===== config.mk =====
export PLATFORM = sky130hd
export DESIGN_NAME = ecc_err_log
export DESIGN_NICKNAME = d
export VERILOG_FILES = /design/src/design/ecc_pkg.sv /design/src/design/ecc_err_log.sv
export VERILOG_INCLUDE_DIRS = /design/src /design/src/design
export SDC_FILE = /design/constraint.sdc
export NUM_CORES = 1
export LEC_CHECK = 0
export BUFFER_PORTS_ARGS = -buffer_cell sky130_fd_sc_hd__buf_2
export CAP_MARGIN = 20
export CORE_UTILIZATION = 47
export CTS_CLUSTER_DIAMETER = 30
export CTS_CLUSTER_SIZE = 14
export DETAILED_ROUTE_END_ITERATION = 7
export MAX_ROUTING_LAYER = met4
export PLACE_DENSITY = 0.72
export SLEW_MARGIN = 20
export SYNTH_ARGS = -nofsm -noshare
export SYNTH_HDL_FRONTEND = slang
export SYNTH_SLANG_ARGS = --single-unit
export TNS_END_PERCENT = 5

===== constraint.sdc =====
create_clock -name clk -period 1.7 [get_ports clk]
set_clock_uncertainty 0.05 [all_clocks]
set_input_delay 0.17 -clock clk [delete_from_list [all_inputs] [get_ports clk]]
set_output_delay 0.17 -clock clk [all_outputs]
set_load 0.01 [all_outputs]

===== src/design/ecc_params.svh =====
`ifndef ECC_PARAMS_SVH
`define ECC_PARAMS_SVH

// data and check field widths.
`define ECC_DATA_W 81
`define ECC_CHK_W  8

// stored codeword, check bits above data.
`define ECC_CW_W   89

// storage geometry.
`define ECC_ADDR_W 6
`define ECC_DEPTH  64

// error counter width.
`define ECC_CNT_W  16

`endif


===== src/design/ecc_pkg.sv =====
`default_nettype none

`include "ecc_params.svh"

package ecc_pkg;

    // user data word.
    typedef logic [`ECC_DATA_W-1:0] data_t;

    // secded check field.
    typedef logic [`ECC_CHK_W-1:0] chk_t;

    // check bits sit above the data bits.
    typedef logic [`ECC_CW_W-1:0] cw_t;

    // word address into the array.
    typedef logic [`ECC_ADDR_W-1:0] addr_t;

    // saturating error counter.
    typedef logic [`ECC_CNT_W-1:0] cnt_t;

endpackage

`default_nettype wire


===== src/design/ecc_err_log.sv =====
`default_nettype none

`include "ecc_params.svh"

module ecc_err_log import ecc_pkg::*; (
    input  logic  clk,
    input  logic  rst_n,
    input  logic  rd_valid,
    input  logic  sbit_err,
    input  logic  dbit_err,
    input  addr_t err_addr,
    output cnt_t  sbit_count,
    output cnt_t  dbit_count,
    output addr_t last_err_addr
);

    logic sbit_hit;
    logic dbit_hit;

    assign sbit_hit = rd_valid & sbit_err;
    assign dbit_hit = rd_valid & dbit_err;

    // counters hold at all ones.
    always_ff @(posedge clk) begin
        if (!rst_n) begin
            sbit_count <= '0;
            dbit_count <= '0;
        end else begin
            if (sbit_hit && (sbit_count != '1)) begin
                sbit_count <= sbit_count + 1'b1;
            end
            if (dbit_hit && (dbit_count != '1)) begin
                dbit_count <= dbit_count + 1'b1;
            end
        end
    end

    always_ff @(posedge clk) begin
        if (!rst_n) begin
            last_err_addr <= '0;
        end else if (sbit_hit || dbit_hit) begin
            last_err_addr <= err_addr;
        end
    end

endmodule

`default_nettype wire


[Word-level counts from Yosys, hierarchy flattened]
Cells that the tools add are included.
W data, S select, Z words.
Word-level totals
  flip-flop bits (word level): 38
  bits of input ports: 11
  output and inout port bits: 38
  logic and storage cells: 12
Cells by class
  add/sub/neg operators: 2
  equal/unequal tests: 2
  bitwise gates (word level): 2
  reduce and logical (&&, ||, !) cells: 3
Operators with widths (number)
  $add A16 B1 Y16 const B: 2
  $ne A16 B16 Y1 const B: 2
  $and A1 B1 Y1: 2
  $logic_and A1 B1 Y1: 2
  $logic_or A1 B1 Y1: 1

[Depth between registers and ports, before layout]
Gate-level depths: netlist of run 1.
  word-level depth: 2
  mapped depth: 6
  mapped depth without buffers: 5

[Worst setup path after synthesis of run 1]
Ideal clock, no wire load.
  kind: flip-flop to flip-flop
  from: register sbit_count[4]
  to: register sbit_count[13]
  library setup time: 0.071 ns
  arrival time: 1.776 ns
  required time: 1.579 ns
  path slack: -0.197 ns
  cell stages (with the launch flop): 5
  path buffers: 0
  clock period less this slack: 1.897 ns
  path through: dfxtp_1 -> nand4_2 -> or4_4 -> or4_1 -> a21oi_1
On the way
  cells in the longest elaborated chain, start to end: 2
  elaborated cells on any way between the ends: 3
  classes of those cells: 1 x add/sub; 1 x eq/ne; 1 x reduce/logical
Ends and longest elaborated chain
  start: declaration: RTL line ecc_err_log.sv:12  | output cnt_t sbit_count,
  start signal: assignment: RTL line ecc_err_log.sv:30  | sbit_count <= sbit_count + 1'b1;
  branches (longest 2 deep; another with $add A16 B1 Y16)
Parallel ways; which one is timed is not known.
A chain may end at the register's enable or synchronous reset.

[Worst setup path after layout of run 1]
  from: register sbit_count[8]
  to: register sbit_count[15]
The elaborated chain is that of the path after synthesis.

==> impl_metrics.json, run 1 <==
{
  "worst-path-max-fanout": 6,
  "numCtsBuffers": 5,
  "end_kind": "register",
  "ys_seq_area_share_pct": 41.4,
  "drtPass1Iterations": 4,
  "drv_cap": 0,
  "fp.coreArea_um2": 3720,
  "crit_chain": "nand3_1 -> or4_4 -> or4_1 -> a21oi_1",
  "grt-ovfl-total": 0,
  "synth_area_um2": 1840,
  "clockRootBuffer": "clkbuf_8",
  "hold_buffers": 0,
  "cts_max_level": 2,
  "path_buf_inv": 0,
  "dieArea_um2": 4160,
  "synth_ff_type": "dfxtp_1",
  "synthCells": 214,
  "power.density_nw_per_um2": 697,
  "synth_edf_count": 0,
  "finalSetupViolCount": 0,
  "fin_setup_tns_ns": 0,
  "drtAntennaViolNets": 0,
  "fmax_ghz": 0.604,
  "rsz0062_at_grt": "yes",
  "die_y_um": 64.5,
  "maxSlewHeadroom_pct": 71.7,
  "antenna_found_initial": 0,
  "cp-start-kind": "register",
  "fin_crit_sh_pct": 97.4,
  "synth_warnings": 0,
  "cts_tree": "yes",
  "cts.sinks": 38,
  "r2r_cells": 4,
  "max_stage_delay_ns": 0.56,
  "synth_nets": 227,
  "ys_ff_latch": 38,
  "worstPathArrival_ns": 1.83,
  "min_from": "err_addr[1]",
  "dp_hpwl_um": 3210,
  "clkSlewWorstSetupHoldPaths_ns": 0.08,
  "avgSynthCellArea_um2": 8.59,
  "path_delay_family": "simple AND/OR/NAND/NOR gates",
  "start_util_pct": 49.5,
  "grt_max_degree": 28,
  "post-route-drc-count": 0,
  "hp-class": "in2reg",
  "layout_min_cycle_time_ns": 1.66,
  "status": "complete, no violations",
  "min_to": "last_err_addr[1]",
  "hold_path_depth": 3,
  "io_buffers": 48,
  "vdd_ir_drop_max_mv": 0.517,
  "wire_per_inst_um": 12.5,
  "syn_to_final_growth_pct": 41.0,
  "vias_per_cell": 5.48,
  "fill_cells": 325,
  "grt.total_usage_pct": 23.9,
  "r2r-start": "sbit_count[8]",
  "n_antenna_cell": 0,
  "clockBufferDepth": 2,
  "dp_slack_ns": -0.0494,
  "die_w_um": 64.5,
  "worst_pin_slew_ns": 0.424,
  "hold_viol_final": 0,
  "vias": 1917,
  "num_rows": 22,
  "async_reset_ff_share_pct": 0,
  "clock_latency_ns": 0.29,
  "slew_viol_final": 0,
  "gp_congestion": 0.851,
  "io_pins": 49,
  "final_cell_mix": "buf_2 (48), buf_4 (37), dfxtp_1 (31)",
  "grt_pass1_wl_um": 7670,
  "power_leakage_nw": 1.13,
  "layout-drive-gt1-share_pct": 37.4,
  "reg2reg_to": "sbit_count[15]",
  "worstSetupPathType": "reg2reg",
  "rrSetupSlack_ns": 0.04,
  "final.setup.worst_slack_ns": 0.0445,
  "grt_pass1_vias": 1776,
  "crit_required_ns": 1.88,
  "wirelength_um": 4370,
  "slowest_stage": "or4_4",
  "mostFrequentLayoutCell": "buf_2",
  "drtIter0Drc": 123,
  "synth.distinct_cells": 34,
  "nets": 314
}
[tightest hold or removal path: stages]
cell and delay, ns:
buf_2 0.07, mux2i_1 0.05, nor2_1 0.07
[report_power, final]
group / total [mW] / switching [mW] / internal [mW]
clock network: 0.769 / 0.332 / 0.437
registers: 0.909 / 0.0100 / 0.899
logic: 0.127 / 0.0678 / 0.0594
total: 1.81 / 0.410 / 1.40
[sequential cells by signal (all words and copies together), names as in the netlist]
register,count
dbit_count,16
last_err_addr,6
sbit_count,16
[Yosys cell counts (2+ instances only)]
master / instances / share of area [%]
nor3_1: 5 / 1.4
nand3_1: 9 / 2.5
a211oi_1: 3 / 1.2
and2_1: 3 / 1.0
nand2_1: 21 / 4.3
ha_1: 2 / 1.4
or4_1: 6 / 2.5
nand4_1: 9 / 3.1
or2_2: 3 / 1.0
nor2_1: 13 / 2.7
xor2_1: 2 / 0.95
clkbuf_1: 5 / 1.0
o31ai_1: 5 / 2.0
and4_1: 6 / 2.9
inv_1: 4 / 0.82
nand2b_1: 8 / 2.7
a21oi_1: 21 / 5.7
dfxtp_1: 38 / 41
mux2i_1: 16 / 8.7
nor4_1: 2 / 0.68
o21ai_0: 11 / 3.0
or3_1: 8 / 2.7
o41ai_1: 2 / 0.95
and3_1: 2 / 0.68
[stage by stage]
stage | hold slack [ns] | instance area, um2 | utilization, % | total power [mW] | instances
floorplan | 0.264 | 1880 | - | 0.999 | 214
global placement | 0.351 | 2440 | 65.7 | 1.05 | 341
detailed placement | 0.361 | 2440 | 65.7 | 1.06 | 341
CTS | 0.0471 | 2570 | 69.2 | 1.83 | 350
global route | 0.0698 | 2590 | 69.7 | 1.88 | 350
finish | 0.0566 | 2590 | 69.7 | 1.81 | 350
[logic make-up (layout without fill, tap and decap cells)]
kind of cell               after synthesis  after routing  synth area share (%)
buffers and inverters                   11             99                  2.31
AOI/OAI and AO/OA                       48             48                  16.0
muxes                                   16             16                  8.71
adders and majority gates                2              2                  1.36
xor gates and xnor gates                 2              2                 0.953
DFF                                     38             38                  41.4
and+or+nand+nor                         97             97                  29.3
[metal layers]
metal	up-vias	GRT usage [%]	wire length, um
met5	-	-	0
met4	0	11.1	70
met3	7	4.93	197
met2	41	37.6	1960
met1	890	29.3	2140
li1	979	-	-
[area by class of cell]
type / count / area [um2] / share of cell area, %
repair buffers: 86 / 538 / 20.8
inverters: 5 / 18.8 / 0.724
flip-flops and latches: 38 / 777 / 30.0
clock buffers: 5 / 68.8 / 2.66
well taps: 48 / 60.1 / 2.32
multi-input cells: 165 / 1080 / 41.9
clock inverters: 3 / 43.8 / 1.69
[what timing repair did]
item | CTS | global route
endpoints found under the setup margin | 2 | 15
gates resized for setup | 4 | 6
buffers inserted | 1 | 0
pin swaps | 4 | 2
[how the worst max path moves through the flow]
stage	from	cells past startpoint	slack [ns]	to
CTS	sbit_count[0]	6	0.01	sbit_count[9]
finish	sbit_count[8]	4	0.04	sbit_count[15]
global placement	sbit_count[6]	4	-0.03	sbit_count[13]
floorplan	sbit_count[2]	4	-0.1	sbit_count[13]
detailed placement	sbit_count[1]	4	-0.05	sbit_count[13]
global route	sbit_count[1]	6	-0.06	sbit_count[10]
(Power assumes the default switching activity.)
==> inputs of run 2 (changes only) <==
--- a/config.mk
+++ b/config.mk
@@ -6,14 +6,17 @@
 export SDC_FILE = /design/constraint.sdc
 export NUM_CORES = 1
 export LEC_CHECK = 0
+export ABC_CLOCK_PERIOD_IN_PS = 1700
 export BUFFER_PORTS_ARGS = -buffer_cell sky130_fd_sc_hd__buf_2
 export CAP_MARGIN = 20
-export CORE_UTILIZATION = 47
-export CTS_CLUSTER_DIAMETER = 30
+export CELL_PAD_IN_SITES_DETAIL_PLACEMENT = 0
+export CELL_PAD_IN_SITES_GLOBAL_PLACEMENT = 1
+export CORE_UTILIZATION = 34
+export CTS_CLUSTER_DIAMETER = 200
 export CTS_CLUSTER_SIZE = 14
 export DETAILED_ROUTE_END_ITERATION = 7
 export MAX_ROUTING_LAYER = met4
-export PLACE_DENSITY = 0.72
+export PLACE_DENSITY = 0.71
 export SLEW_MARGIN = 20
 export SYNTH_ARGS = -nofsm -noshare
 export SYNTH_HDL_FRONTEND = slang
==> run 2 against run 1 <==
Net effect:
- clock power down 6.2%
- non-clock buffer count grew 1
- critical path depth is the same
- core utilization is 19 points lower
- cell area is 2.2% higher
- cell count grew 6.6%
- fmax decreased by 2.5%
- die area up 37%
- wire length is 7.7% higher
- largest power group unchanged
==> impl_metrics.json, run 2 (synthesized netlist as in run 1, its figures left out) <==
{
  "hp-class": "in2reg",
  "die_w_um": 75.5,
  "dp_hpwl_um": 3450,
  "fp.coreArea_um2": 5170,
  "hold_path_depth": 3,
  "path_delay_family": "simple AND/OR/NAND/NOR gates",
  "layout_min_cycle_time_ns": 1.70,
  "antenna_found_initial": 0,
  "met1_length_um": 2270,
  "rrSetupSlack_ns": 0.002,
  "power.density_nw_per_um2": 665,
  "cp-start-kind": "register",
  "crit_required_ns": 1.88,
  "mostFrequentLayoutCell": "buf_2",
  "clkSlewWorstSetupHoldPaths_ns": 0.08,
  "whs_ns": 0.0478,
  "wire_per_inst_um": 12.6,
  "power.share.combinational_pct": 7.4,
  "post-route-drc-count": 0,
  "grt.total_usage_pct": 18.0,
  "drtPass1Iterations": 4,
  "worst-path-max-fanout": 6,
  "grt-ovfl-total": 0,
  "drv_cap": 0,
  "gp_congestion": 0.779,
  "numCtsBuffers": 5,
  "path_buf_inv": 0,
  "fmax_ghz": 0.589,
  "clkPwrFrac_pct": 40.9,
  "start_util_pct": 35.5,
  "status": "complete, no violations",
  "slew_viol_final": 0,
  "dieArea_um2": 5700,
  "cts.sinks": 38,
  "reg2reg_to": "sbit_count[13]",
  "grt_pass1_vias": 1679,
  "crit_chain": "nand4_4 -> or4_4 -> or4_1 -> a21oi_1",
  "vdd_ir_drop_max_mv": 0.471,
  "dpl.cell_count": 364,
  "power_leakage_nw": 1.16,
  "worst_pin_slew_ns": 0.422,
  "slowest_stage": "or4_4",
  "hold_viol_final": 0,
  "routed-wl-met2_um": 2220,
  "final_cells": 373,
  "min_to": "last_err_addr[5]",
  "fin_crit_sh_pct": 99.9,
  "switching_share_pct": 24.1,
  "top_layer": "met4",
  "layout-drive-gt1-share_pct": 40.3,
  "wirelength_um": 4700,
  "internal_power_mw": 1.34,
  "io_pins": 49,
  "clockRootBuffer": "clkbuf_8",
  "r2r_cells": 4,
  "final.setup.worst_slack_ns": 0.00244,
  "die_y_um": 75.5,
  "dp_slack_ns": -0.0517,
  "fin_setup_tns_ns": 0,
  "p_total_mw": 1.76,
  "syn_to_final_growth_pct": 44.0,
  "fill_cells": 521,
  "min_from": "err_addr[5]",
  "final_cell_mix": "buf_2 (48), buf_4 (39), dfxtp_1 (28)",
  "cts_tree": "yes",
  "drtIter0Drc": 57,
  "nets": 315,
  "worstSetupPathType": "reg2reg",
  "grt_max_degree": 27,
  "max_stage_delay_ns": 0.58,
  "grt_pass1_wl_um": 7470,
  "n_antenna_cell": 0,
  "io_buffers": 48,
  "finalSetupViolCount": 0,
  "drtAntennaViolNets": 0,
  "rsz0062_at_grt": "yes",
  "r2r-start": "sbit_count[7]",
  "p_sw_uw": 424,
  "worstPathArrival_ns": 1.88,
  "multi_input_area_um2": 1120,
  "maxSlewHeadroom_pct": 71.8,
  "vias": 1916,
  "largestRegisters": "dbit_count (16), sbit_count (16), last_err_addr (6)",
  "clock_latency_ns": 0.30,
  "p_seq_share_pct": 51.6,
  "wl_met3_um": 137,
  "vias_per_cell": 5.14,
  "cts_max_level": 2,
  "num_rows": 26,
  "clockBufferDepth": 2,
  "end_kind": "register",
  "regArea_um2": 781
}
run 2: power groups by stage:
stage	Sequential [mW]	Clock (mW)	Combinational, mW
2_1_floorplan	0.938	0	0.0609
3_3_place_gp	0.929	0	0.128
3_5_place_dp	0.929	0	0.129
4_1_cts	0.908	0.750	0.130
5_1_grt	0.911	0.782	0.146
6_report	0.909	0.721	0.130
run 2: cell type report:
cell class,count,area share (%)
clock buffers,6,3.54
clock inverters,2,0.567
inverters,5,0.709
multi-input cells,165,42.2
flip-flops and latches,38,29.5
well taps,70,3.31
repair buffers,87,20.1
run 2: metal layers:
metal	up-vias	track usage (%)
li1	975	-
met4	0	7.41
met2	32	28.2
met1	901	22.6
met3	8	3.57
met5	-	-
run 2: worst max-delay path by stage:
stage | from | endpoint | slack [ns] | cells after the start
global route | sbit_count[7] | sbit_count[15] | -0.07 | 4
global placement | sbit_count[7] | sbit_count[13] | -0.03 | 4
finish | sbit_count[7] | sbit_count[13] | 0.002 | 4
detailed placement | sbit_count[7] | sbit_count[13] | -0.05 | 4
floorplan | sbit_count[2] | sbit_count[13] | -0.1 | 4
CTS | dbit_count[0] | dbit_count[0] | 0.007 | 6
run 2: worst register-to-register path, stage by stage (launching register included):
cell and delay, ns:
dfxtp_2 0.36, nand4_4 0.11, or4_4 0.58, or4_1 0.42, a21oi_1 0.13
run 2: through the flow:
stage	util (%)	cell area, um2
after floorplan	-	1880
after global placement	47.7	2460
after detailed placement	47.7	2460
after CTS	49.9	2580
after global routing	51.2	2650
final	51.2	2650
run 2: what timing repair did:
item,4_1_cts,5_1_grt
setup buffers,0,1
setup endpoints to repair,4,24
hold buffers,0,0
pin swaps,3,6
gates resized for setup,3,17
