===== src/design/ecc_params.svh =====
`ifndef ECC_PARAMS_SVH
`define ECC_PARAMS_SVH

// data and check field widths.
`define ECC_DATA_W 81
`define ECC_CHK_W  8

// stored codeword, check bits above data.
`define ECC_CW_W   89

// storage geometry.
`define ECC_ADDR_W 6
`define ECC_DEPTH  64

// error counter width.
`define ECC_CNT_W  16

`endif


===== src/design/ecc_pkg.sv =====
`default_nettype none

`include "ecc_params.svh"

package ecc_pkg;

    // user data word.
    typedef logic [`ECC_DATA_W-1:0] data_t;

    // secded check field.
    typedef logic [`ECC_CHK_W-1:0] chk_t;

    // check bits sit above the data bits.
    typedef logic [`ECC_CW_W-1:0] cw_t;

    // word address into the array.
    typedef logic [`ECC_ADDR_W-1:0] addr_t;

    // saturating error counter.
    typedef logic [`ECC_CNT_W-1:0] cnt_t;

endpackage

`default_nettype wire


===== src/design/ecc_81_codec.sv =====
`default_nettype none

`include "ecc_params.svh"

module ecc_81_codec import ecc_pkg::*; (
    input  data_t data_in,
    input  chk_t  parity_in,
    input  logic  bypass,
    output data_t data_out,
    output chk_t  parity_out,
    output logic  sbit_err,
    output logic  dbit_err
);

    chk_t       syndrome;
    data_t      mask;
    logic [1:0] error;

    // the eight parity equations of the 81-bit code.
    function automatic chk_t ecc_encode(input data_t d);
        chk_t p;
        p[0] = d[0]  ^ d[1]  ^ d[3]  ^ d[4]  ^ d[6]  ^ d[8]
             ^ d[10] ^ d[11] ^ d[13] ^ d[15] ^ d[17] ^ d[19]
             ^ d[21] ^ d[23] ^ d[25] ^ d[26] ^ d[28] ^ d[30]
             ^ d[32] ^ d[34] ^ d[36] ^ d[38] ^ d[40] ^ d[42]
             ^ d[44] ^ d[46] ^ d[48] ^ d[50] ^ d[52] ^ d[54]
             ^ d[56] ^ d[57] ^ d[59] ^ d[61] ^ d[63] ^ d[65]
             ^ d[67] ^ d[69] ^ d[71] ^ d[73] ^ d[75] ^ d[77]
             ^ d[79];
        p[1] = d[0]  ^ d[2]  ^ d[3]  ^ d[5]  ^ d[6]  ^ d[9]
             ^ d[10] ^ d[12] ^ d[13] ^ d[16] ^ d[17] ^ d[20]
             ^ d[21] ^ d[24] ^ d[25] ^ d[27] ^ d[28] ^ d[31]
             ^ d[32] ^ d[35] ^ d[36] ^ d[39] ^ d[40] ^ d[43]
             ^ d[44] ^ d[47] ^ d[48] ^ d[51] ^ d[52] ^ d[55]
             ^ d[56] ^ d[58] ^ d[59] ^ d[62] ^ d[63] ^ d[66]
             ^ d[67] ^ d[70] ^ d[71] ^ d[74] ^ d[75] ^ d[78]
             ^ d[79];
        p[2] = d[1]  ^ d[2]  ^ d[3]  ^ d[7]  ^ d[8]  ^ d[9]
             ^ d[10] ^ d[14] ^ d[15] ^ d[16] ^ d[17] ^ d[22]
             ^ d[23] ^ d[24] ^ d[25] ^ d[29] ^ d[30] ^ d[31]
             ^ d[32] ^ d[37] ^ d[38] ^ d[39] ^ d[40] ^ d[45]
             ^ d[46] ^ d[47] ^ d[48] ^ d[53] ^ d[54] ^ d[55]
             ^ d[56] ^ d[60] ^ d[61] ^ d[62] ^ d[63] ^ d[68]
             ^ d[69] ^ d[70] ^ d[71] ^ d[76] ^ d[77] ^ d[78]
             ^ d[79];
        p[3] = (^d[10:4]) ^ (^d[25:18]) ^ (^d[40:33])
             ^ (^d[56:49]) ^ (^d[71:64]) ^ d[80];
        p[4] = (^d[25:11]) ^ (^d[56:41]) ^ (^d[80:72]);
        p[5] = ^d[56:26];
        p[6] = ^d[80:57];
        // overall bit, keeps every data column odd weight.
        p[7] = d[0]  ^ d[1]  ^ d[2]  ^ d[4]  ^ d[5]  ^ d[7]
             ^ d[10] ^ d[11] ^ d[12] ^ d[14] ^ d[17] ^ d[18]
             ^ d[21] ^ d[23] ^ d[24] ^ d[26] ^ d[27] ^ d[29]
             ^ d[32] ^ d[33] ^ d[36] ^ d[38] ^ d[39] ^ d[41]
             ^ d[44] ^ d[46] ^ d[47] ^ d[50] ^ d[51] ^ d[53]
             ^ d[56] ^ d[57] ^ d[58] ^ d[60] ^ d[63] ^ d[64]
             ^ d[67] ^ d[69] ^ d[70] ^ d[72] ^ d[75] ^ d[77]
             ^ d[78];
        return p;
    endfunction

    // syndrome left by a flip of data bit idx.
    function automatic chk_t col_code(input int idx);
        data_t onehot;
        onehot      = '0;
        onehot[idx] = 1'b1;
        return ecc_encode(onehot);
    endfunction

    assign parity_out = ecc_encode(data_in);
    assign syndrome   = parity_in ^ parity_out;

    // error class: 01 single, 10 double or worse.
    always_comb begin
        mask  = '0;
        error = 2'b00;
        if (syndrome != '0) begin
            error = 2'b10;
            // a lone check bit flipped, data is fine.
            if ($onehot(syndrome)) begin
                error = 2'b01;
            end
            for (int i = 0; i < `ECC_DATA_W; i++) begin
                if (syndrome == col_code(i)) begin
                    mask[i] = 1'b1;
                    error   = 2'b01;
                end
            end
        end
    end

    assign data_out = bypass ? data_in : data_in ^ mask;
    assign sbit_err = bypass ? 1'b0 : error[0];
    assign dbit_err = bypass ? 1'b0 : error[1];

endmodule

`default_nettype wire


===== src/design/ecc_read_pipe.sv =====
`default_nettype none

`include "ecc_params.svh"

module ecc_read_pipe import ecc_pkg::*; (
    input  logic  clk,
    input  logic  rst_n,
    input  logic  rd_en,
    input  addr_t rd_addr,
    input  logic  bypass,
    input  cw_t   rd_cw,
    output logic  rd_valid,
    output data_t rd_data,
    output logic  sbit_err,
    output logic  dbit_err,
    output addr_t err_addr
);

    logic  s1_valid;
    addr_t s1_addr;
    logic  s1_bypass;

    data_t cw_data;
    chk_t  cw_chk;
    data_t dec_data;
    logic  dec_sbit;
    logic  dec_dbit;

    // stage one lines up with the array read register.
    always_ff @(posedge clk) begin
        if (!rst_n) begin
            s1_valid <= 1'b0;
        end else begin
            s1_valid <= rd_en;
        end
    end

    always_ff @(posedge clk) begin
        if (rd_en) begin
            s1_addr   <= rd_addr;
            s1_bypass <= bypass;
        end
    end

    assign cw_data = rd_cw[`ECC_DATA_W-1:0];
    assign cw_chk  = rd_cw[`ECC_CW_W-1:`ECC_DATA_W];

    ecc_81_codec u_dec (
        .data_in    (cw_data),
        .parity_in  (cw_chk),
        .bypass     (s1_bypass),
        .data_out   (dec_data),
        .parity_out (),
        .sbit_err   (dec_sbit),
        .dbit_err   (dec_dbit)
    );

    // stage two.
    always_ff @(posedge clk) begin
        if (!rst_n) begin
            rd_valid <= 1'b0;
            sbit_err <= 1'b0;
            dbit_err <= 1'b0;
        end else begin
            rd_valid <= s1_valid;
            sbit_err <= s1_valid & dec_sbit;
            dbit_err <= s1_valid & dec_dbit;
        end
    end

    always_ff @(posedge clk) begin
        if (s1_valid) begin
            rd_data  <= dec_data;
            err_addr <= s1_addr;
        end
    end

endmodule

`default_nettype wire


===== config.mk =====
export PLATFORM = sky130hd
export DESIGN_NAME = ecc_read_pipe
export DESIGN_NICKNAME = d
export VERILOG_FILES = /design/src/design/ecc_pkg.sv /design/src/design/ecc_81_codec.sv /design/src/design/ecc_read_pipe.sv
export VERILOG_INCLUDE_DIRS = /design/src /design/src/design
export SDC_FILE = /design/constraint.sdc
export NUM_CORES = 1
export LEC_CHECK = 0
export CAP_MARGIN = 5
export CORE_MARGIN = 10
export CORE_UTILIZATION = 60
export CTS_CLUSTER_SIZE = 10
export DETAILED_ROUTE_END_ITERATION = 16
export DONT_BUFFER_PORTS = 1
export PLACE_DENSITY_LB_ADDON = 0.3
export SYNTH_ARGS = -nofsm -noshare
export SYNTH_HDL_FRONTEND = slang
export SYNTH_SLANG_ARGS = --single-unit

===== constraint.sdc =====
create_clock -name clk -period 6.32 [get_ports clk]
set_input_delay 0 -clock clk [delete_from_list [all_inputs] [get_ports clk]]
set_output_delay 0 -clock clk [all_outputs]
set_load 0.05 [all_outputs]

---- Word level (Yosys, flattened, before mapping) ----
Cells that the tools add are included.
storage, ports and cells
  flip-flop bits (word level) ............. 98
cells by class
  add/sub/neg operators ................... 7
  equal/unequal tests ..................... 82
  multiplexer cells ....................... 168
  bitwise operators ....................... 178
  reduce and logical (&&, ||, !) cells .... 11
operator list
  cell                  count
  $eq A8 B8 Y1 const B  43
  $xor A1 B1 Y1         174
  $mux W2               83
  $mux W81              2
  $eq A8 B6 Y1 const B  15
  $eq A8 B7 Y1 const B  12
  $mux W1               83
  $xor A81 B81 Y81      1
  $eq A8 B5 Y1 const B  7
  $reduce_xor A8 Y1     4
  $reduce_xor A31 Y1    1
  $eq A8 B4 Y1 const B  3
  $reduce_xor A24 Y1    1
  $reduce_xor A16 Y1    1
  $reduce_xor A15 Y1    1
  $add A4 B4 Y4         3
  $reduce_xor A9 Y1     1
  $add A1 B1 Y2         4
  $eq A8 B3 Y1 const B  1
  $reduce_bool A8 Y1    1
  $xor A8 B8 Y8         1
  $reduce_xor A7 Y1     1
  $eq A4 B1 Y1 const B  1
  $and A1 B1 Y1         2

---- Longest topological paths before layout ----
  depth after elaboration ................. 132
  depth in mapped cells ................... 15

---- Modules after synthesis ----
From an unflattened synthesis, not the netlist that was laid out.
second synthesis, totals
  cells, all modules ...................... 610
  area, all modules ....................... 6,941.7 sq um
modules (own cells, without submodules)
  module         times used  cells an instance  area each (sq um)  sequential area each (sq um)
  ecc_81_codec   1           508                4,011.3            0.0
  ecc_read_pipe  1           102                2,930.3            2,902.8

---- Worst setup path before layout ----
No wires, ideal clock.
  path type ............................... input port to flip-flop
  start point ............................. input rd_cw[53]
  end point ............................... register sbit_err
  arrival ................................. 4,404 ps
  required time ........................... 6,200 ps
  setup slack ............................. 1,797 ps
  stages on the path ...................... 14
  path buffers ............................ 0
  cell sequence ........................... xnor2_1 -> xnor3_1 -> xnor3_2 -> xnor3_2 -> xnor2_1 -> ha_1 -> fa_1 -> fa_1 -> ha_1 -> fa_1 -> o41ai_1 -> or4_1 -> a221o_1 -> o31a_1
on the way
  longest elaborated chain between the ends .. 106
  elaborated cells between the ends (all ways) .. 213
  those cells by class .................... 6 x add/sub; 82 x eq/ne; 84 x mux; 37 x bitwise; 4 x reduce/logical
RTL lines
  what                                              RTL line             text
  start, declared                                   ecc_read_pipe.sv:11  input cw_t rd_cw,
  $xor A1 B1 Y1 (3 in a row)                        ecc_81_codec.sv:42   ^ d[46] ^ d[47] ^ d[48] ^ d[53] ^ d[54] ^ d[55]
  $xor A1 B1 Y1 (6 in a row)                        ecc_81_codec.sv:43   ^ d[56] ^ d[60] ^ d[61] ^ d[62] ^ d[63] ^ d[68]
  $xor A1 B1 Y1 (6 in a row)                        ecc_81_codec.sv:44   ^ d[69] ^ d[70] ^ d[71] ^ d[76] ^ d[77] ^ d[78]
  $xor A1 B1 Y1                                     ecc_81_codec.sv:45   ^ d[79];
  $xor A8 B8 Y8 *                                   ecc_81_codec.sv:72   assign syndrome = parity_in ^ parity_out;
  $add A1 B1 Y2 (not written as such)               ecc_81_codec.sv:81   if ($onehot(syndrome)) begin
  $add A4 B4 Y4 (not written as such) (2 in a row)  ecc_81_codec.sv:81
  $eq A4 B1 Y1                                      ecc_81_codec.sv:81
  $mux W2                                           ecc_81_codec.sv:81
  $mux W2 (81 in a row)                             ecc_81_codec.sv:85   if (syndrome == col_code(i)) begin
  $mux W2 *                                         ecc_81_codec.sv:78   if (syndrome != '0) begin
  $mux W1 *                                         ecc_81_codec.sv:94   assign sbit_err = bypass ? 1'b0 : error[0];
  $and A1 B1 Y1 *                                   ecc_read_pipe.sv:66  sbit_err <= s1_valid & dec_sbit;
  end signal, assigned                              ecc_read_pipe.sv:66
  end, declared                                     ecc_read_pipe.sv:14  output logic sbit_err,
Every way passes the cells marked *; elsewhere a longest branch is shown, timed or not.
A chain may end at the register's enable or synchronous reset.

---- Worst setup path after layout ----
  start point ............................. input rd_cw[54]
  end point ............................... register sbit_err
on the way
  longest elaborated chain between the ends .. 105
  elaborated cells between the ends (all ways) .. 212
  those cells by class .................... 6 x add/sub; 82 x eq/ne; 84 x mux; 36 x bitwise; 4 x reduce/logical
RTL lines
  what                                              RTL line
  $xor A1 B1 Y1 (2 in a row)                        ecc_81_codec.sv:42
  $xor A1 B1 Y1 (6 in a row)                        ecc_81_codec.sv:43
  $xor A1 B1 Y1 (6 in a row)                        ecc_81_codec.sv:44
  $xor A1 B1 Y1                                     ecc_81_codec.sv:45
  $xor A8 B8 Y8 *                                   ecc_81_codec.sv:72
  $add A1 B1 Y2 (not written as such)               ecc_81_codec.sv:81
  $add A4 B4 Y4 (not written as such) (2 in a row)  ecc_81_codec.sv:81
  $eq A4 B1 Y1                                      ecc_81_codec.sv:81
  $mux W2                                           ecc_81_codec.sv:81
  $mux W2 (81 in a row)                             ecc_81_codec.sv:85
  $mux W2 *                                         ecc_81_codec.sv:78
  $mux W1 *                                         ecc_81_codec.sv:94
  $and A1 B1 Y1 *                                   ecc_read_pipe.sv:66
Marked as above.

==> metrics.yaml <==
sta:
  rsz0062_at_grt: "no"
  post-route-period-util: 0.821
  setup_tns_ns: 0
  max_slew_margin: 0.212
  worst_clock_skew_ns: 0.00767
  fmax_mhz: 193
  tightest_slew_ns: 1.18
  min_period_ns: 5.19
  maxSlewViolCount: 0
  finalSetupViolations: 0
  hold_viol_final: 0
cells_and_area:
  diodes: 0
  instances_no_fill: 816
  final_nets: 792
  syn_to_final_growth_pct: 18.7
  num-fill-cells: 714
  layout-drive-gt1-share: 0.0340
critical_path:
  r2r-start: "s1_bypass"
  required_ns: 6.56
  crit_type: "in -> reg"
  crit_chain: "dlygate4sd3_1, inv_1, xnor2_2, xnor3_2, xnor3_2, xnor2_1, ha_1, fa_1, fa_1, ha_1, fa_1, o41ai_1, or4_1, a221o_1, o31a_1"
  crit_path_start_kind: "input pin"
  cp_slowest_stage_delay_ns: 0.55
  crit_path_end_kind: "register"
  slowest_stage: "dlygate4sd3_1"
  r2r_cells: 4
  cp_max_fo: 12
  critPathLaunch: "rd_cw[54]"
  crit_arrival_ns: 5.43
  cpMostUsedCell: "fa_1"
floorplanning:
  die_y_um: 126
  core_um2: 10900
  io_pins: 189
  die_w_um: 126
  die-area_um2: 16000
  rows: 38
  initial_core_util: 0.620
clock_network:
  cts_root_buf: "clkbuf_16"
  cts_buffer_depth: 2
  numCtsBuffers: 9
  clock-sinks: 98
  clk_pin_slew_ns: 0.07
  postCtsSetupBuffers: 0
  cts_tree: "done"
  clk_latency_ns: 0.35
  h-tree-depth: 3
routing:
  avgRoutedWirePerCell_um: 29.4
  vias: 5304
  first_iter_violations: 951
  drc: 0
  ant_nets: 0
  dr.pass1.iters: 6
  avgViaCountPerCell: 6.50
  routed_wl_mm: 24.0
synthesis:
  ys.warnings.count: 0
  seq_area_frac_synth: 0.428
  synth_fp_nets: 716
  avgSynthCellArea_um2: 11.4
  synthCells: 595
  synth.distinct_cells: 35
  synth_area_um2: 6780
  yosys_register_bits: 98
placed_design:
  io_buffers: 0
  gp_congestion: 0.938
  dpl.cell_count: 710
  hpwl_mm: 16.0
worst_hold_path:
  hp-start: "rd_addr[1]"
  hp-class: "in -> reg"
  hold_depth: 1
global_routing:
  grt_max_degree: 89
  grt_pass1_wl_mm: 34.5
  grt_pass1_vias: 5294
  antenna_found_initial: 0
  grt_overflow: 0
  grtUsageTotal: 0.288
run:
  drv_cap: 0
run_status:
  outcome: "complete, no violations"
final timing paths:
path / to / slack, ns
min: s1_addr[1] / 0.27
max reg2reg: rd_data[56] / 3.68
min reg2reg: err_addr[0] / 0.42
max: sbit_err / 1.13
layout by cell type (no fill, tap or decap), drive strengths merged, types with 2 or more instances in the layout:
cell type,count
nor4,2
o21ai,10
xor2,99
xnor3,21
xnor2,130
edfxtp,94
a22o,2
inv,8
a22oi,11
a311oi,2
dlygate4sd3,90
and2,3
fa,4
nand4,2
dfxtp,4
nor2,76
clkbuf,9
ha,18
a21oi,6
o22ai,5
nand3,29
and3,2
nand2,34
clkinv,3
a31oi,2
cell usage after synthesis, drive strengths merged:
cell type,n,area share
clkbuf,22,0.012
o211ai,1,0.0011
o22ai,5,0.0046
xnor2,130,0.17
a21oi,6,0.0044
inv,5,0.0028
o41ai,1,0.0013
o31a,1,0.0013
or4,1,0.0011
nand4,2,0.0018
o21ai,10,0.0074
a22oi,11,0.012
a311oi,2,0.0026
fa,4,0.012
and3,2,0.0018
ha,18,0.033
buf,3,0.0017
nor2,76,0.042
a41oi,1,0.0013
xor2,99,0.13
xnor3,21,0.070
a221o,1,0.0015
nand2,34,0.019
a32oi,1,0.0013
nand3,29,0.021
dfxtp,4,0.012
xor3,1,0.0035
a31oi,2,0.0018
a22o,2,0.0026
edfxtp,94,0.42
o2bb2ai,1,0.0013
and2,3,0.0028
nor4,2,0.0018
cells by family (layout without fill, tap and decap cells):
logic type | count (synthesis) | in the layout | synth area share
xor+xnor | 251 | 251 | 0.374
simple gates | 149 | 149 | 0.0917
flops | 98 | 98 | 0.428
compound gates | 45 | 45 | 0.0447
buf+inv | 30 | 111 | 0.0166
fa+ha+maj | 22 | 22 | 0.0450
sequential cells by signal (all words and copies together) (netlist names):
| name | count |
|---|---|
| rd_data | 81 |
| err_addr | 6 |
| s1_addr | 6 |
| dbit_err | 1 |
| rd_valid | 1 |
| s1_bypass | 1 |
| s1_valid | 1 |
| sbit_err | 1 |
layer usage:
layer  part of all wire  GRT usage  wire length [µm]
met1               0.32      0.323              7760
met2               0.48      0.478             11500
met3               0.14     0.0912              3240
met4              0.061      0.159              1470
met5                  0          0                 0
worst max-delay path: cells and delay by family:
family | cells | cell delay (ns)
compound gates | 3 | 0.64
simple gates | 1 | 0.52
xor+xnor | 4 | 1.42
buf+inv | 2 | 0.64
fa+ha+maj | 5 | 2.20
stage by stage:
stage,util,hold WS (ns),area [µm²],setup slack [ns]
after floorplan,-,0.0989,6780,1.80
after global placement,0.628,0.0990,6870,1.37
after detailed placement,0.628,0.0989,6870,1.19
after CTS,0.735,0.0204,8040,1.56
after global routing,0.736,0.264,8050,0.943
final,0.736,0.273,8050,1.13
layout make-up:
class / count / area, µm² / share of cell area
clock buffers: 9 / 225 / 0.0280
clock inverters: 7 / 58.8 / 0.00730
inverters: 5 / 18.8 / 0.00233
multi-input cells: 467 / 3760 / 0.468
flip-flops and latches: 98 / 2910 / 0.361
well taps: 140 / 175 / 0.0218
repair buffers: 90 / 901 / 0.112
what timing repair did:
| action | 4_1_cts | 5_1_grt |
|---|---|---|
| resized for setup | 0 | 0 |
| endpoints found under the hold margin | 97 | 1 |
| hold buffers | 89 | 1 |
Power is left out: the tool's default activity adds up to more than one toggle a clock period on the data nets, which glitch-free logic cannot reach.
