## src/design/ecc_params.svh

```systemverilog
`ifndef ECC_PARAMS_SVH
`define ECC_PARAMS_SVH

// data and check field widths.
`define ECC_DATA_W 81
`define ECC_CHK_W  8

// stored codeword, check bits above data.
`define ECC_CW_W   89

// storage geometry.
`define ECC_ADDR_W 6
`define ECC_DEPTH  64

// error counter width.
`define ECC_CNT_W  16

`endif

```

## src/design/ecc_pkg.sv

```systemverilog
`default_nettype none

`include "ecc_params.svh"

package ecc_pkg;

    // user data word.
    typedef logic [`ECC_DATA_W-1:0] data_t;

    // secded check field.
    typedef logic [`ECC_CHK_W-1:0] chk_t;

    // check bits sit above the data bits.
    typedef logic [`ECC_CW_W-1:0] cw_t;

    // word address into the array.
    typedef logic [`ECC_ADDR_W-1:0] addr_t;

    // saturating error counter.
    typedef logic [`ECC_CNT_W-1:0] cnt_t;

endpackage

`default_nettype wire

```

## src/design/ecc_81_codec.sv

```systemverilog
`default_nettype none

`include "ecc_params.svh"

module ecc_81_codec import ecc_pkg::*; (
    input  data_t data_in,
    input  chk_t  parity_in,
    input  logic  bypass,
    output data_t data_out,
    output chk_t  parity_out,
    output logic  sbit_err,
    output logic  dbit_err
);

    chk_t       syndrome;
    data_t      mask;
    logic [1:0] error;

    // the eight parity equations of the 81-bit code.
    function automatic chk_t ecc_encode(input data_t d);
        chk_t p;
        p[0] = d[0]  ^ d[1]  ^ d[3]  ^ d[4]  ^ d[6]  ^ d[8]
             ^ d[10] ^ d[11] ^ d[13] ^ d[15] ^ d[17] ^ d[19]
             ^ d[21] ^ d[23] ^ d[25] ^ d[26] ^ d[28] ^ d[30]
             ^ d[32] ^ d[34] ^ d[36] ^ d[38] ^ d[40] ^ d[42]
             ^ d[44] ^ d[46] ^ d[48] ^ d[50] ^ d[52] ^ d[54]
             ^ d[56] ^ d[57] ^ d[59] ^ d[61] ^ d[63] ^ d[65]
             ^ d[67] ^ d[69] ^ d[71] ^ d[73] ^ d[75] ^ d[77]
             ^ d[79];
        p[1] = d[0]  ^ d[2]  ^ d[3]  ^ d[5]  ^ d[6]  ^ d[9]
             ^ d[10] ^ d[12] ^ d[13] ^ d[16] ^ d[17] ^ d[20]
             ^ d[21] ^ d[24] ^ d[25] ^ d[27] ^ d[28] ^ d[31]
             ^ d[32] ^ d[35] ^ d[36] ^ d[39] ^ d[40] ^ d[43]
             ^ d[44] ^ d[47] ^ d[48] ^ d[51] ^ d[52] ^ d[55]
             ^ d[56] ^ d[58] ^ d[59] ^ d[62] ^ d[63] ^ d[66]
             ^ d[67] ^ d[70] ^ d[71] ^ d[74] ^ d[75] ^ d[78]
             ^ d[79];
        p[2] = d[1]  ^ d[2]  ^ d[3]  ^ d[7]  ^ d[8]  ^ d[9]
             ^ d[10] ^ d[14] ^ d[15] ^ d[16] ^ d[17] ^ d[22]
             ^ d[23] ^ d[24] ^ d[25] ^ d[29] ^ d[30] ^ d[31]
             ^ d[32] ^ d[37] ^ d[38] ^ d[39] ^ d[40] ^ d[45]
             ^ d[46] ^ d[47] ^ d[48] ^ d[53] ^ d[54] ^ d[55]
             ^ d[56] ^ d[60] ^ d[61] ^ d[62] ^ d[63] ^ d[68]
             ^ d[69] ^ d[70] ^ d[71] ^ d[76] ^ d[77] ^ d[78]
             ^ d[79];
        p[3] = (^d[10:4]) ^ (^d[25:18]) ^ (^d[40:33])
             ^ (^d[56:49]) ^ (^d[71:64]) ^ d[80];
        p[4] = (^d[25:11]) ^ (^d[56:41]) ^ (^d[80:72]);
        p[5] = ^d[56:26];
        p[6] = ^d[80:57];
        // overall bit, keeps every data column odd weight.
        p[7] = d[0]  ^ d[1]  ^ d[2]  ^ d[4]  ^ d[5]  ^ d[7]
             ^ d[10] ^ d[11] ^ d[12] ^ d[14] ^ d[17] ^ d[18]
             ^ d[21] ^ d[23] ^ d[24] ^ d[26] ^ d[27] ^ d[29]
             ^ d[32] ^ d[33] ^ d[36] ^ d[38] ^ d[39] ^ d[41]
             ^ d[44] ^ d[46] ^ d[47] ^ d[50] ^ d[51] ^ d[53]
             ^ d[56] ^ d[57] ^ d[58] ^ d[60] ^ d[63] ^ d[64]
             ^ d[67] ^ d[69] ^ d[70] ^ d[72] ^ d[75] ^ d[77]
             ^ d[78];
        return p;
    endfunction

    // syndrome left by a flip of data bit idx.
    function automatic chk_t col_code(input int idx);
        data_t onehot;
        onehot      = '0;
        onehot[idx] = 1'b1;
        return ecc_encode(onehot);
    endfunction

    assign parity_out = ecc_encode(data_in);
    assign syndrome   = parity_in ^ parity_out;

    // error class: 01 single, 10 double or worse.
    always_comb begin
        mask  = '0;
        error = 2'b00;
        if (syndrome != '0) begin
            error = 2'b10;
            // a lone check bit flipped, data is fine.
            if ($onehot(syndrome)) begin
                error = 2'b01;
            end
            for (int i = 0; i < `ECC_DATA_W; i++) begin
                if (syndrome == col_code(i)) begin
                    mask[i] = 1'b1;
                    error   = 2'b01;
                end
            end
        end
    end

    assign data_out = bypass ? data_in : data_in ^ mask;
    assign sbit_err = bypass ? 1'b0 : error[0];
    assign dbit_err = bypass ? 1'b0 : error[1];

endmodule

`default_nettype wire

```

## config.mk

```make
export PLATFORM = sky130hd
export DESIGN_NAME = ecc_81_codec
export DESIGN_NICKNAME = d
export VERILOG_FILES = /design/src/design/ecc_pkg.sv /design/src/design/ecc_81_codec.sv
export VERILOG_INCLUDE_DIRS = /design/src /design/src/design
export SDC_FILE = /design/constraint.sdc
export NUM_CORES = 1
export LEC_CHECK = 0
export BUFFER_PORTS_ARGS = -buffer_cell sky130_fd_sc_hd__clkbuf_2
export CORE_MARGIN = 2
export CORE_UTILIZATION = 35
export DETAILED_ROUTE_END_ITERATION = 10
export SYNTH_ARGS = -nofsm -noshare
export SYNTH_HDL_FRONTEND = slang
export SYNTH_SLANG_ARGS = --single-unit
export TNS_END_PERCENT = 10
```

## constraint.sdc

```tcl
create_clock -name vclk -period 5.7
set_clock_uncertainty 0.15 [all_clocks]
set_input_delay 0.285 -clock vclk [all_inputs]
set_output_delay 0.285 -clock vclk [all_outputs]
set_load 0.03 [all_outputs]
```

After elaboration in Yosys (flattened, before gate mapping)
Cells that the tools add are included.
Cells by class
  add/subtract/negate cells: 7
  $mul: 0
  div/mod/pow operators: 0
  magnitude comparators: 0
  equality and inequality tests: 82
  shift-type cells: 0
  multiplexer cells: 168
  bitwise operators: 176
  reductions and logical operators: 11
Operators with widths (number)
  8-bit == test, second input constant: 43
  1-bit bitwise XOR: 174
  2-bit 2-to-1 mux: 83
  81-bit 2-to-1 mux: 2
  8-bit by 6-bit == test with 1-bit output, second input constant: 15
  8-bit by 7-bit == test with 1-bit output, second input constant: 12
  1-bit 2-to-1 mux: 83
  81-bit bitwise XOR: 1
  8-bit by 5-bit == test with 1-bit output, second input constant: 7
  8-bit XOR reduction: 4
  31-bit XOR reduction: 1
  8-bit by 4-bit == test with 1-bit output, second input constant: 3
  24-bit XOR reduction: 1
  16-bit XOR reduction: 1
  15-bit XOR reduction: 1
  9-bit XOR reduction: 1
  1-bit by 1-bit adder with 2-bit output: 4
  8-bit by 3-bit == test with 1-bit output, second input constant: 1
  8-bit nonzero test: 1
  8-bit bitwise XOR: 1
  7-bit XOR reduction: 1
  2-bit by 2-bit adder with 3-bit output: 2
  3-bit by 3-bit adder with 4-bit output: 1
  4-bit by 1-bit == test with 1-bit output, second input constant: 1
Word-level totals
  bits in registers: 0
  latch bits: 0
  bits in writable memories: 0
  ROM bits: 0
  input bits: 90
  output and inout port bits: 91
  word-level logic and storage cells: 444
  memories kept: 0

Depth between registers and ports, before layout
Gate-level depths: netlist of run 1.
  depth after elaboration: 131
  depth in mapped cells: 26
  gate-level depth less buffers: 26

Least setup slack after synthesis of run 1
Ideal clock, no wire load.
  path type: input -> output
  from: input port data_in[32]
  to: output port dbit_err
  arrival: 5.717 ns
  required time: 5.265 ns
  path slack: -0.452 ns
  stages on the path: 24
  path buffers: 0
  cells stage by stage: xor2_2 -> xnor3_2 -> xnor2_1 -> xnor2_1 -> xnor2_1 -> xor2_1 -> inv_1 -> fa_1 -> inv_1 -> fa_1 -> inv_1 -> fa_1 -> inv_1 -> ha_1 -> inv_1 -> fa_1 -> inv_1 -> o21ai_0 -> nand3_1 -> o41ai_1 -> a311oi_1 -> nand4_1 -> nor4_1 -> and2_1
Between the ends
  longest elaborated chain between the ends: 114
  elaborated cells on any way between the ends: 276
  classes of those cells: add/sub: 7; eq/ne: 82; mux: 84; bitwise: 101; reduce/logical: 2
RTL lines
  start: declaration: line ecc_81_codec.sv:6  | input data_t data_in,
  1-bit bitwise XOR (*) (6 in a row): line ecc_81_codec.sv:33  | ^ d[32] ^ d[35] ^ d[36] ^ d[39] ^ d[40] ^ d[43]
  1-bit bitwise XOR (*) (6 in a row): line ecc_81_codec.sv:34  | ^ d[44] ^ d[47] ^ d[48] ^ d[51] ^ d[52] ^ d[55]
  1-bit bitwise XOR (*) (6 in a row): line ecc_81_codec.sv:35  | ^ d[56] ^ d[58] ^ d[59] ^ d[62] ^ d[63] ^ d[66]
  1-bit bitwise XOR (*) (6 in a row): line ecc_81_codec.sv:36  | ^ d[67] ^ d[70] ^ d[71] ^ d[74] ^ d[75] ^ d[78]
  1-bit bitwise XOR (*): line ecc_81_codec.sv:37  | ^ d[79];
  via parity_out[1]: line ecc_81_codec.sv:10  | output chk_t parity_out,
  8-bit bitwise XOR (*): line ecc_81_codec.sv:72  | assign syndrome = parity_in ^ parity_out;
  1-bit by 1-bit adder with 2-bit output (implied by the code): line ecc_81_codec.sv:81  | if ($onehot(syndrome)) begin
  2-bit by 2-bit adder with 3-bit output (implied by the code): line ecc_81_codec.sv:81
  3-bit by 3-bit adder with 4-bit output (implied by the code): line ecc_81_codec.sv:81
  4-bit by 1-bit == test with 1-bit output: line ecc_81_codec.sv:81
  2-bit 2-to-1 mux: line ecc_81_codec.sv:81
  2-bit 2-to-1 mux (81 in a row): line ecc_81_codec.sv:85  | if (syndrome == col_code(i)) begin
  2-bit 2-to-1 mux (*): line ecc_81_codec.sv:78  | if (syndrome != '0) begin
  1-bit 2-to-1 mux (*): line ecc_81_codec.sv:95  | assign dbit_err = bypass ? 1'b0 : error[1];
  end: declaration: line ecc_81_codec.sv:12  | output logic dbit_err
Mark *: on every way through the listed nets, which the timed path passes. The rest lies on a longest branch.

Final worst setup path of run 1
  from: input port data_in[12]
  to: output port dbit_err
Between the ends
  longest elaborated chain between the ends: 125
  elaborated cells on any way between the ends: 248
  classes of those cells: add/sub: 6; eq/ne: 82; mux: 84; bitwise: 74; reduce/logical: 2
RTL lines
  1-bit bitwise XOR (5 in a row): line ecc_81_codec.sv:31  | ^ d[10] ^ d[12] ^ d[13] ^ d[16] ^ d[17] ^ d[20]
  1-bit bitwise XOR (6 in a row): line ecc_81_codec.sv:32  | ^ d[21] ^ d[24] ^ d[25] ^ d[27] ^ d[28] ^ d[31]
  1-bit bitwise XOR (6 in a row): line ecc_81_codec.sv:33
  1-bit bitwise XOR (6 in a row): line ecc_81_codec.sv:34
  1-bit bitwise XOR (6 in a row): line ecc_81_codec.sv:35
  1-bit bitwise XOR (6 in a row): line ecc_81_codec.sv:36
  1-bit bitwise XOR: line ecc_81_codec.sv:37
  8-bit bitwise XOR (*): line ecc_81_codec.sv:72
  1-bit by 1-bit adder with 2-bit output (implied by the code): line ecc_81_codec.sv:81
  2-bit by 2-bit adder with 3-bit output (implied by the code): line ecc_81_codec.sv:81
  3-bit by 3-bit adder with 4-bit output (implied by the code): line ecc_81_codec.sv:81
  4-bit by 1-bit == test with 1-bit output: line ecc_81_codec.sv:81
  2-bit 2-to-1 mux: line ecc_81_codec.sv:81
  2-bit 2-to-1 mux (81 in a row): line ecc_81_codec.sv:85
  2-bit 2-to-1 mux (*): line ecc_81_codec.sv:78
  1-bit 2-to-1 mux (*): line ecc_81_codec.sv:95
Every way passes the cells marked *; elsewhere a longest branch is shown, timed or not.

==> results.yml, run 1 <==
synth:
  yosys-top-cells-count: "136 x xnor2_1, 61 x xor2_1, 48 x nor2_1"
  synth_xor_area_frac: 0.6405
  synth_compound_area_frac: 0.06866
  synthSimpleGateAreaFrac: 0.1849
  yosysMostFrequentCell: "xnor2_1"
  syn-num-nets: 597
  yosys.area.top_type: "xnor2_1"
  synth_cell_types: 60
  synthesis.area_um2: 4100
  synth-adder-area-share: 0.04089
  synth.area.top_cells: "xnor2_1 29%, xnor3_1 15%, xor2_1 13%, nor2_1 4.4%, nand2_1 3.8%"
  synth_top_family_by_area: "XOR/XNOR gates"
  ys.warnings.count: 0
  synth_top_area_frac: 0.2905
  netlist_instances: 496
  syn_avg_cell_area_um2: 8.266
  synthMuxAreaShare: 0.02930
  ys_seq_area_frac: 0
timing:
  relSlewSlack: 0.4235
  setup_slack_ps: -111.7
  hold_violations: 0
  finalSetupTns_ps: -205.7
  fmax_mhz: 172.1
  setup_viol: 2
  slew_violations: 0
  worst_pin_slew_ps: 860.1
  rsz0062_at_grt: "true"
  min_period_ps: 5812
  post-route-period-util: 1.020
final_layout:
  post-route-util: 0.5502
  regArea_um2: 0
  nets: 884
  areaGrowthSynthToFinish_pct: 53.22
  drive_gt1_frac: 0.4558
  n_sequential_cell: 0
  clkbuf_count: 0
critical_path:
  worst_ep_required_time_ps: 5270
  arrival_ps: 5380
  critPathMaxStageDelay_ps: 530
  critPathMaxFanout: 2
  endpoint_kind: "output port"
  start_kind: "input port"
  worst_path_max_delay_cell: "fa_1"
  path_class: "input port to output port"
grt:
  grt.met1_usage: 0.3944
  overflow: 0
  grtUsageMet3: 0.03672
  antenna_found_initial: 0
  grt_first_pass_wirelength_mm: 27.38
  grt_max_degree: 18
  gr-max-usage-layer: "met2"
  grt.met2_usage: 0.4687
  first_global_vias: 4768
  track_usage: 0.2812
drt:
  vias: 4801
  detail_route.vias_per_cell: 5.190
  wl_per_cell_um: 20.07
  first_pass_iters: 5
  drcViolationCount: 0
  drt_iter0_drc: 548
  drt-total-wl_mm: 18.57
  ant_nets: 0
placement:
  dp_slack_ps: -446.5
  dp_hpwl_mm: 15.73
  port_buffers: 181
  routabilityCongestion: 0.9471
floorplan:
  start_util: 0.3591
  coreArea_um2: 11420
  rows: 39
  die_h_um: 112.2
  io_pins: 181
  die_w_um: 112.2
  die-area_um2: 12600
run_status:
  violations: "negative setup slack"
  outcome: "finished with violations"
job:
  drv_cap: 0
worst_hold_path:
  hold_class: "input port to output port"
cells in the final DEF, fill, tap and decap left out, types with 3 or more instances in the layout:
master,synthesis,routed
nand3_1,23,22
o21ai_0,3,3
buf_4,0,125
xnor3_1,28,26
mux2i_1,6,6
clkbuf_8,0,3
xor3_1,5,5
nor3_1,13,13
clkbuf_2,0,178
inv_2,3,6
a2111oi_0,3,3
nor2b_1,3,3
fa_1,4,3
and2_1,8,7
mux2_2,3,3
xor2_1,61,59
inv_1,14,11
xnor2_4,2,5
xnor2_1,136,121
xor2_2,3,3
and3_1,6,6
nor2_1,48,48
nand4_1,3,3
xnor2_2,0,12
xnor3_2,2,4
ha_1,7,6
nand2_1,42,42
a21oi_1,4,4
or2_2,5,5
worst max-delay path, delay by kind of cell:
| kind | cells | cell delay [ps] |
|---|---|---|
| adder cells (fa/ha/maj) | 5 | 2100 |
| XOR/XNOR | 6 | 1390 |
| buffers and inverters | 8 | 680 |
| AND/OR/NAND/NOR | 4 | 620 |
| AO/OA/AOI/OAI | 2 | 320 |
cell families after synthesis:
| family | count (synthesis) |
|---|---|
| AO/OA/AOI/OAI | 36 |
| adder cells (fa/ha/maj) | 11 |
| multiplexers | 11 |
| AND/OR/NAND/NOR | 163 |
| buffers and inverters | 38 |
| XOR/XNOR | 237 |
final cells by class:
cell class                 instances  area (um^2)
fill                            1097         5136
multi-input combinational        458         4167
timing repair buffer             306         1871
tap                              143        178.9
inverter                          17        63.81
antenna                            1        2.502
layer usage:
layer,vias to the layer above,part of all wire
met3,30,0.10
met5,-,0
met1,2251,0.41
li1,2219,-
met2,301,0.46
met4,0,0.019
metrics by stage:
step	hold slack, ps	cells	area, um^2
floorplan	596.2	496	4194
global placement	768.0	918	6088
detailed placement	768.7	918	6088
CTS	772.9	924	6269
global route	786.2	924	6280
finish	770.5	925	6282
worst paths after layout:
check | start | end | cells past startpoint | slack [ps]
worst max-delay path | data_in[12] | dbit_err | 25 | -110
worst min-delay path | data_in[11] | data_out[11] | 3 | 770
what timing repair did:
| item | 4_1_cts | 5_1_grt |
|---|---|---|
| buffers inserted | 6 | 0 |
| setup endpoints to repair | 2 | 2 |
| hold buffers | 0 | 0 |
| pin swaps | 19 | 0 |
| resized for setup | 24 | 1 |
==> run 2, diff against run 1 <==
--- a/config.mk
+++ b/config.mk
@@ -7,10 +7,11 @@
 export NUM_CORES = 1
 export LEC_CHECK = 0
 export BUFFER_PORTS_ARGS = -buffer_cell sky130_fd_sc_hd__clkbuf_2
+export CORE_ASPECT_RATIO = 1.75
 export CORE_MARGIN = 2
 export CORE_UTILIZATION = 35
 export DETAILED_ROUTE_END_ITERATION = 10
 export SYNTH_ARGS = -nofsm -noshare
 export SYNTH_HDL_FRONTEND = slang
 export SYNTH_SLANG_ARGS = --single-unit
-export TNS_END_PERCENT = 10
+export TNS_END_PERCENT = 50
==> run 2 against run 1 <==
Net effect: sequential share of layout area did not move; largest cell class unchanged; utilization fell by 0.54 points; the flow finishes with violations (design-rule violations, negative setup slack); highest routed layer unchanged; via count rose by 0.37%; global-route usage rose by 2.1 points.
==> results.yml, run 2 (synthesis results as in run 1) <==
critical_path:
  arrival_ps: 5550
  endpoint_kind: "output port"
  critPathMaxFanout: 3
  start_kind: "input port"
  cp_cell_sequence: "clkbuf_8, xor2_2, xnor3_2, xnor2_2, xnor2_2, xnor2_4, xor2_2, inv_2, fa_1, inv_2, fa_1, inv_1, fa_1, inv_1, ha_2, inv_2, fa_2, nand3_2, o41ai_1, a311oi_1, nand4_1, nor4_4, and2_4, clkbuf_8"
  path_class: "input port to output port"
  critPathMaxStageDelay_ps: 560
  worst_path_max_delay_cell: "fa_1"
  worst_ep_required_time_ps: 5270
timing:
  relSlewSlack: 0.3931
  worst_pin_slew_ps: 904.3
  fmax_mhz: 167.1
  post-route-period-util: 1.050
  slew_violations: 0
  min_period_ps: 5986
  setup_viol: 2
  rsz0062_at_grt: "true"
  hold_violations: 0
  setup_slack_ps: -286.2
floorplan:
  die-area_um2: 12630
  coreArea_um2: 11520
  io_pins: 181
  die_w_um: 85.82
  start_util: 0.3560
  die_h_um: 147.2
  rows: 52
grt:
  overflow: 0
  first_global_vias: 5096
  grt_first_pass_wirelength_mm: 28.87
  grt_max_degree: 18
  antenna_found_initial: 0
  track_usage: 0.3022
final_layout:
  areaGrowthSynthToFinish_pct: 53.01
  final_common_cell: "clkbuf_2"
  regArea_um2: 0
  mostFrequentLayoutCells: "177 x clkbuf_2, 128 x buf_4, 121 x xnor2_1"
  drive_gt1_frac: 0.4579
  nets: 887
  clkbuf_count: 0
  n_sequential_cell: 0
  diodes: 0
drt:
  drt-total-wl_mm: 19.53
  drt_iter0_drc: 316
  vias: 4819
  wl_per_cell_um: 21.25
  ant_nets: 0
  detail_route.vias_per_cell: 5.244
  drcViolationCount: 16
  first_pass_iters: 9
placement:
  dp_slack_ps: -659.8
  dp_hpwl_mm: 16.81
  port_buffers: 181
  routabilityCongestion: 1.001
worst_hold_path:
  hold_class: "input port to output port"
job:
  drv_cap: 0
run_status:
  violations: "design-rule violations, negative setup slack"
  outcome: "finished with violations"
[run 2: repair_timing]
action                     4_1_cts  5_1_grt
resized for setup               24        2
setup buffers                    2        0
setup endpoints to repair        2        2
hold endpoints to repair         0        0
cloned                           0        0
hold buffers                     0        0
pin swaps                       15        2
[run 2: path summary, 6_finish.rpt]
check / to / startpoint / cells past startpoint
max: dbit_err / data_in[56] / 24
min: data_out[56] / data_in[56] / 3
[run 2: per-layer routing]
layer / global-route usage / vias to the layer above / part of all wire
li1: - / 2221 / -
met1: 0.3058 / 2303 / 0.32
met2: 0.5859 / 235 / 0.55
met3: 0.01348 / 60 / 0.046
met4: 0.1833 / 0 / 0.078
met5: 0 / - / 0
[run 2: area by class of cell]
type | instances | area (um^2)
well taps | 135 | 168.9
repair buffers | 309 | 1896
fillers | 1133 | 5243
inverters | 17 | 63.81
multi-input cells | 458 | 4145
[run 2: critical path: cells and delay by family]
kind | cells | cell delay [ps]
adder cells (fa/ha/maj) | 5 | 2170
XOR/XNOR | 6 | 1530
AND/OR/NAND/NOR | 4 | 690
buffers and inverters | 7 | 540
AO/OA/AOI/OAI | 2 | 320
[run 2: stage by stage]
| stage | cells | setup TNS [ps] | hold slack, ps | util | instance area, um^2 |
|---|---|---|---|---|---|
| 3_5_place_dp | 917 | -1209 | 772.6 | 0.5324 | 6131 |
| 5_1_grt | 919 | -934.5 | 777.2 | 0.5448 | 6274 |
| 4_1_cts | 919 | -497.1 | 773.0 | 0.5435 | 6259 |
| 2_1_floorplan | 496 | 0 | 596.2 | - | 4194 |
| 3_3_place_gp | 917 | -937.8 | 770.5 | 0.5324 | 6131 |
| 6_report | 919 | -504.8 | 776.0 | 0.5448 | 6274 |
Power of run 2 is left out: the tool's default activity adds up to more than one toggle a clock period on the data nets, which glitch-free logic cannot reach.
==> run 3, diff against run 2 <==
--- a/config.mk
+++ b/config.mk
@@ -7,10 +7,13 @@
 export NUM_CORES = 1
 export LEC_CHECK = 0
 export BUFFER_PORTS_ARGS = -buffer_cell sky130_fd_sc_hd__clkbuf_2
+export CELL_PAD_IN_SITES_DETAIL_PLACEMENT = 1
+export CELL_PAD_IN_SITES_GLOBAL_PLACEMENT = 1
 export CORE_ASPECT_RATIO = 1.75
 export CORE_MARGIN = 2
-export CORE_UTILIZATION = 35
+export CORE_UTILIZATION = 32
 export DETAILED_ROUTE_END_ITERATION = 10
+export PLACE_DENSITY_LB_ADDON = 0.1
 export SYNTH_ARGS = -nofsm -noshare
 export SYNTH_HDL_FRONTEND = slang
 export SYNTH_SLANG_ARGS = --single-unit
==> run 3 against run 2 <==
Net effect: the run ends with negative setup slack left; global-route usage up 2.1 points; final area grew 4.8%; die area up 9.0%; non-clock buffer count increased by 18; via count grew 4.2%; first-iteration DRC count decreased by 29%; flip-flop and latch count did not move; hold slack got worse by 4.5 ps; fmax is 0.13% lower; sequential share of layout area did not move; setup slack got worse by 7.6 ps; utilization shrank 1.9 points.
==> results.yml, run 3 (synthesis results as in run 1) <==
critical_path:
  worst_ep_required_time_ps: 5270
  endpoint_kind: "output port"
  cp_top_family: "buffers and inverters"
  critPathMaxFanout: 17
  start_kind: "input port"
  arrival_ps: 5560
  path_class: "input port to output port"
  worst_path_max_delay_cell: "nor2_1"
  critPathMaxStageDelay_ps: 360
  critPathBufInv: 14
  crit_top_cell: "buf_4"
run_status:
  outcome: "finished with violations"
  violations: "negative setup slack"
final_layout:
  fin_area_um2: 6573
  n_fill_cell: 1574
  mostFrequentLayoutCells: "177 x clkbuf_2, 146 x buf_4, 115 x xnor2_1"
  n_sequential_cell: 0
  final_common_cell: "clkbuf_2"
  multi_input_area_um2: 4252
  regArea_um2: 0
  nets: 905
  areaGrowthSynthToFinish_pct: 60.30
  drive_gt1_frac: 0.4825
  diodes: 0
  post-route-util: 0.5258
  clkbuf_count: 0
grt:
  overflow: 0
  antenna_found_initial: 0
  first_global_vias: 5480
  grt_max_degree: 18
  track_usage: 0.3235
  grt_first_pass_wirelength_mm: 32.42
placement:
  placed_cell_area_um2: 6180
  dp_hpwl_mm: 18.85
  port_buffers: 181
  routabilityCongestion: 0.9289
job:
  drv_cap: 0
timing:
  post-route-period-util: 1.052
  hold_violations: 0
  setup_viol: 2
  whs_ps: 771.5
  relSlewSlack: 0.4076
  rsz0062_at_grt: "true"
  worst_pin_slew_ps: 883.8
  finalSetupTns_ps: -533.3
  slew_violations: 0
  min_period_ps: 5994
  fmax_mhz: 166.8
  setup_slack_ps: -293.7
cts:
  holdBufCountCts: 0
floorplan:
  die_w_um: 89.57
  die_h_um: 153.7
  io_pins: 181
  coreArea_um2: 12500
  die-area_um2: 13770
  start_util: 0.3280
  rows: 54
drt:
  drcViolationCount: 0
  drt_iter0_drc: 225
  vias: 5020
  ant_nets: 0
  detail_route.vias_per_cell: 5.175
  drt-total-wl_mm: 22.81
  wl_per_cell_um: 23.51
  first_pass_iters: 4
worst_hold_path:
  hold_class: "input port to output port"
[run 3: changes by cell type in the layout (fill, tap and decap cells not counted), sizes merged]
cell / change
buf: +20
clkbuf: -2
[run 3: what timing repair did]
action,4_1_cts,5_1_grt
resized for setup,33,13
setup buffers,15,4
endpoints found under the setup margin,2,2
pin swaps,18,14
[run 3: cell type report]
class / count / area share
inverter: 17 / 0.009709
multi-input combinational: 458 / 0.6469
tap: 168 / 0.03198
timing repair buffer: 327 / 0.3114
[run 3: path summary, 6_finish.rpt]
kind           to  cells past startpoint         from
max      dbit_err                     30  data_in[44]
min   data_out[8]                      3   data_in[8]
[run 3: routing by layer]
| layer | wire length (um) | part of all wire | track usage | vias to the layer above |
|---|---|---|---|---|
| met5 | 0 | 0 | 0 | - |
| met4 | 1863 | 0.082 | 0.2011 | 0 |
| met3 | 1305 | 0.057 | 0.02469 | 81 |
| li1 | - | - | - | 2261 |
| met1 | 7269 | 0.32 | 0.3162 | 2443 |
| met2 | 12370 | 0.54 | 0.6152 | 235 |
[run 3: stage by stage]
step,setup slack (ps),std cells
6_report,-293.7,970
2_1_floorplan,11.08,496
5_1_grt,-508.8,970
4_1_cts,-168.9,966
3_5_place_dp,-610.1,951
3_3_place_gp,-487.4,951
[run 3: tightest hold or removal path: cells and delay by family]
| kind | cells | cell delay, ps |
|---|---|---|
| xor gates and xnor gates | 1 | 70 |
| buffers and inverters | 2 | 290 |
Power of run 3 is left out for the same reason.
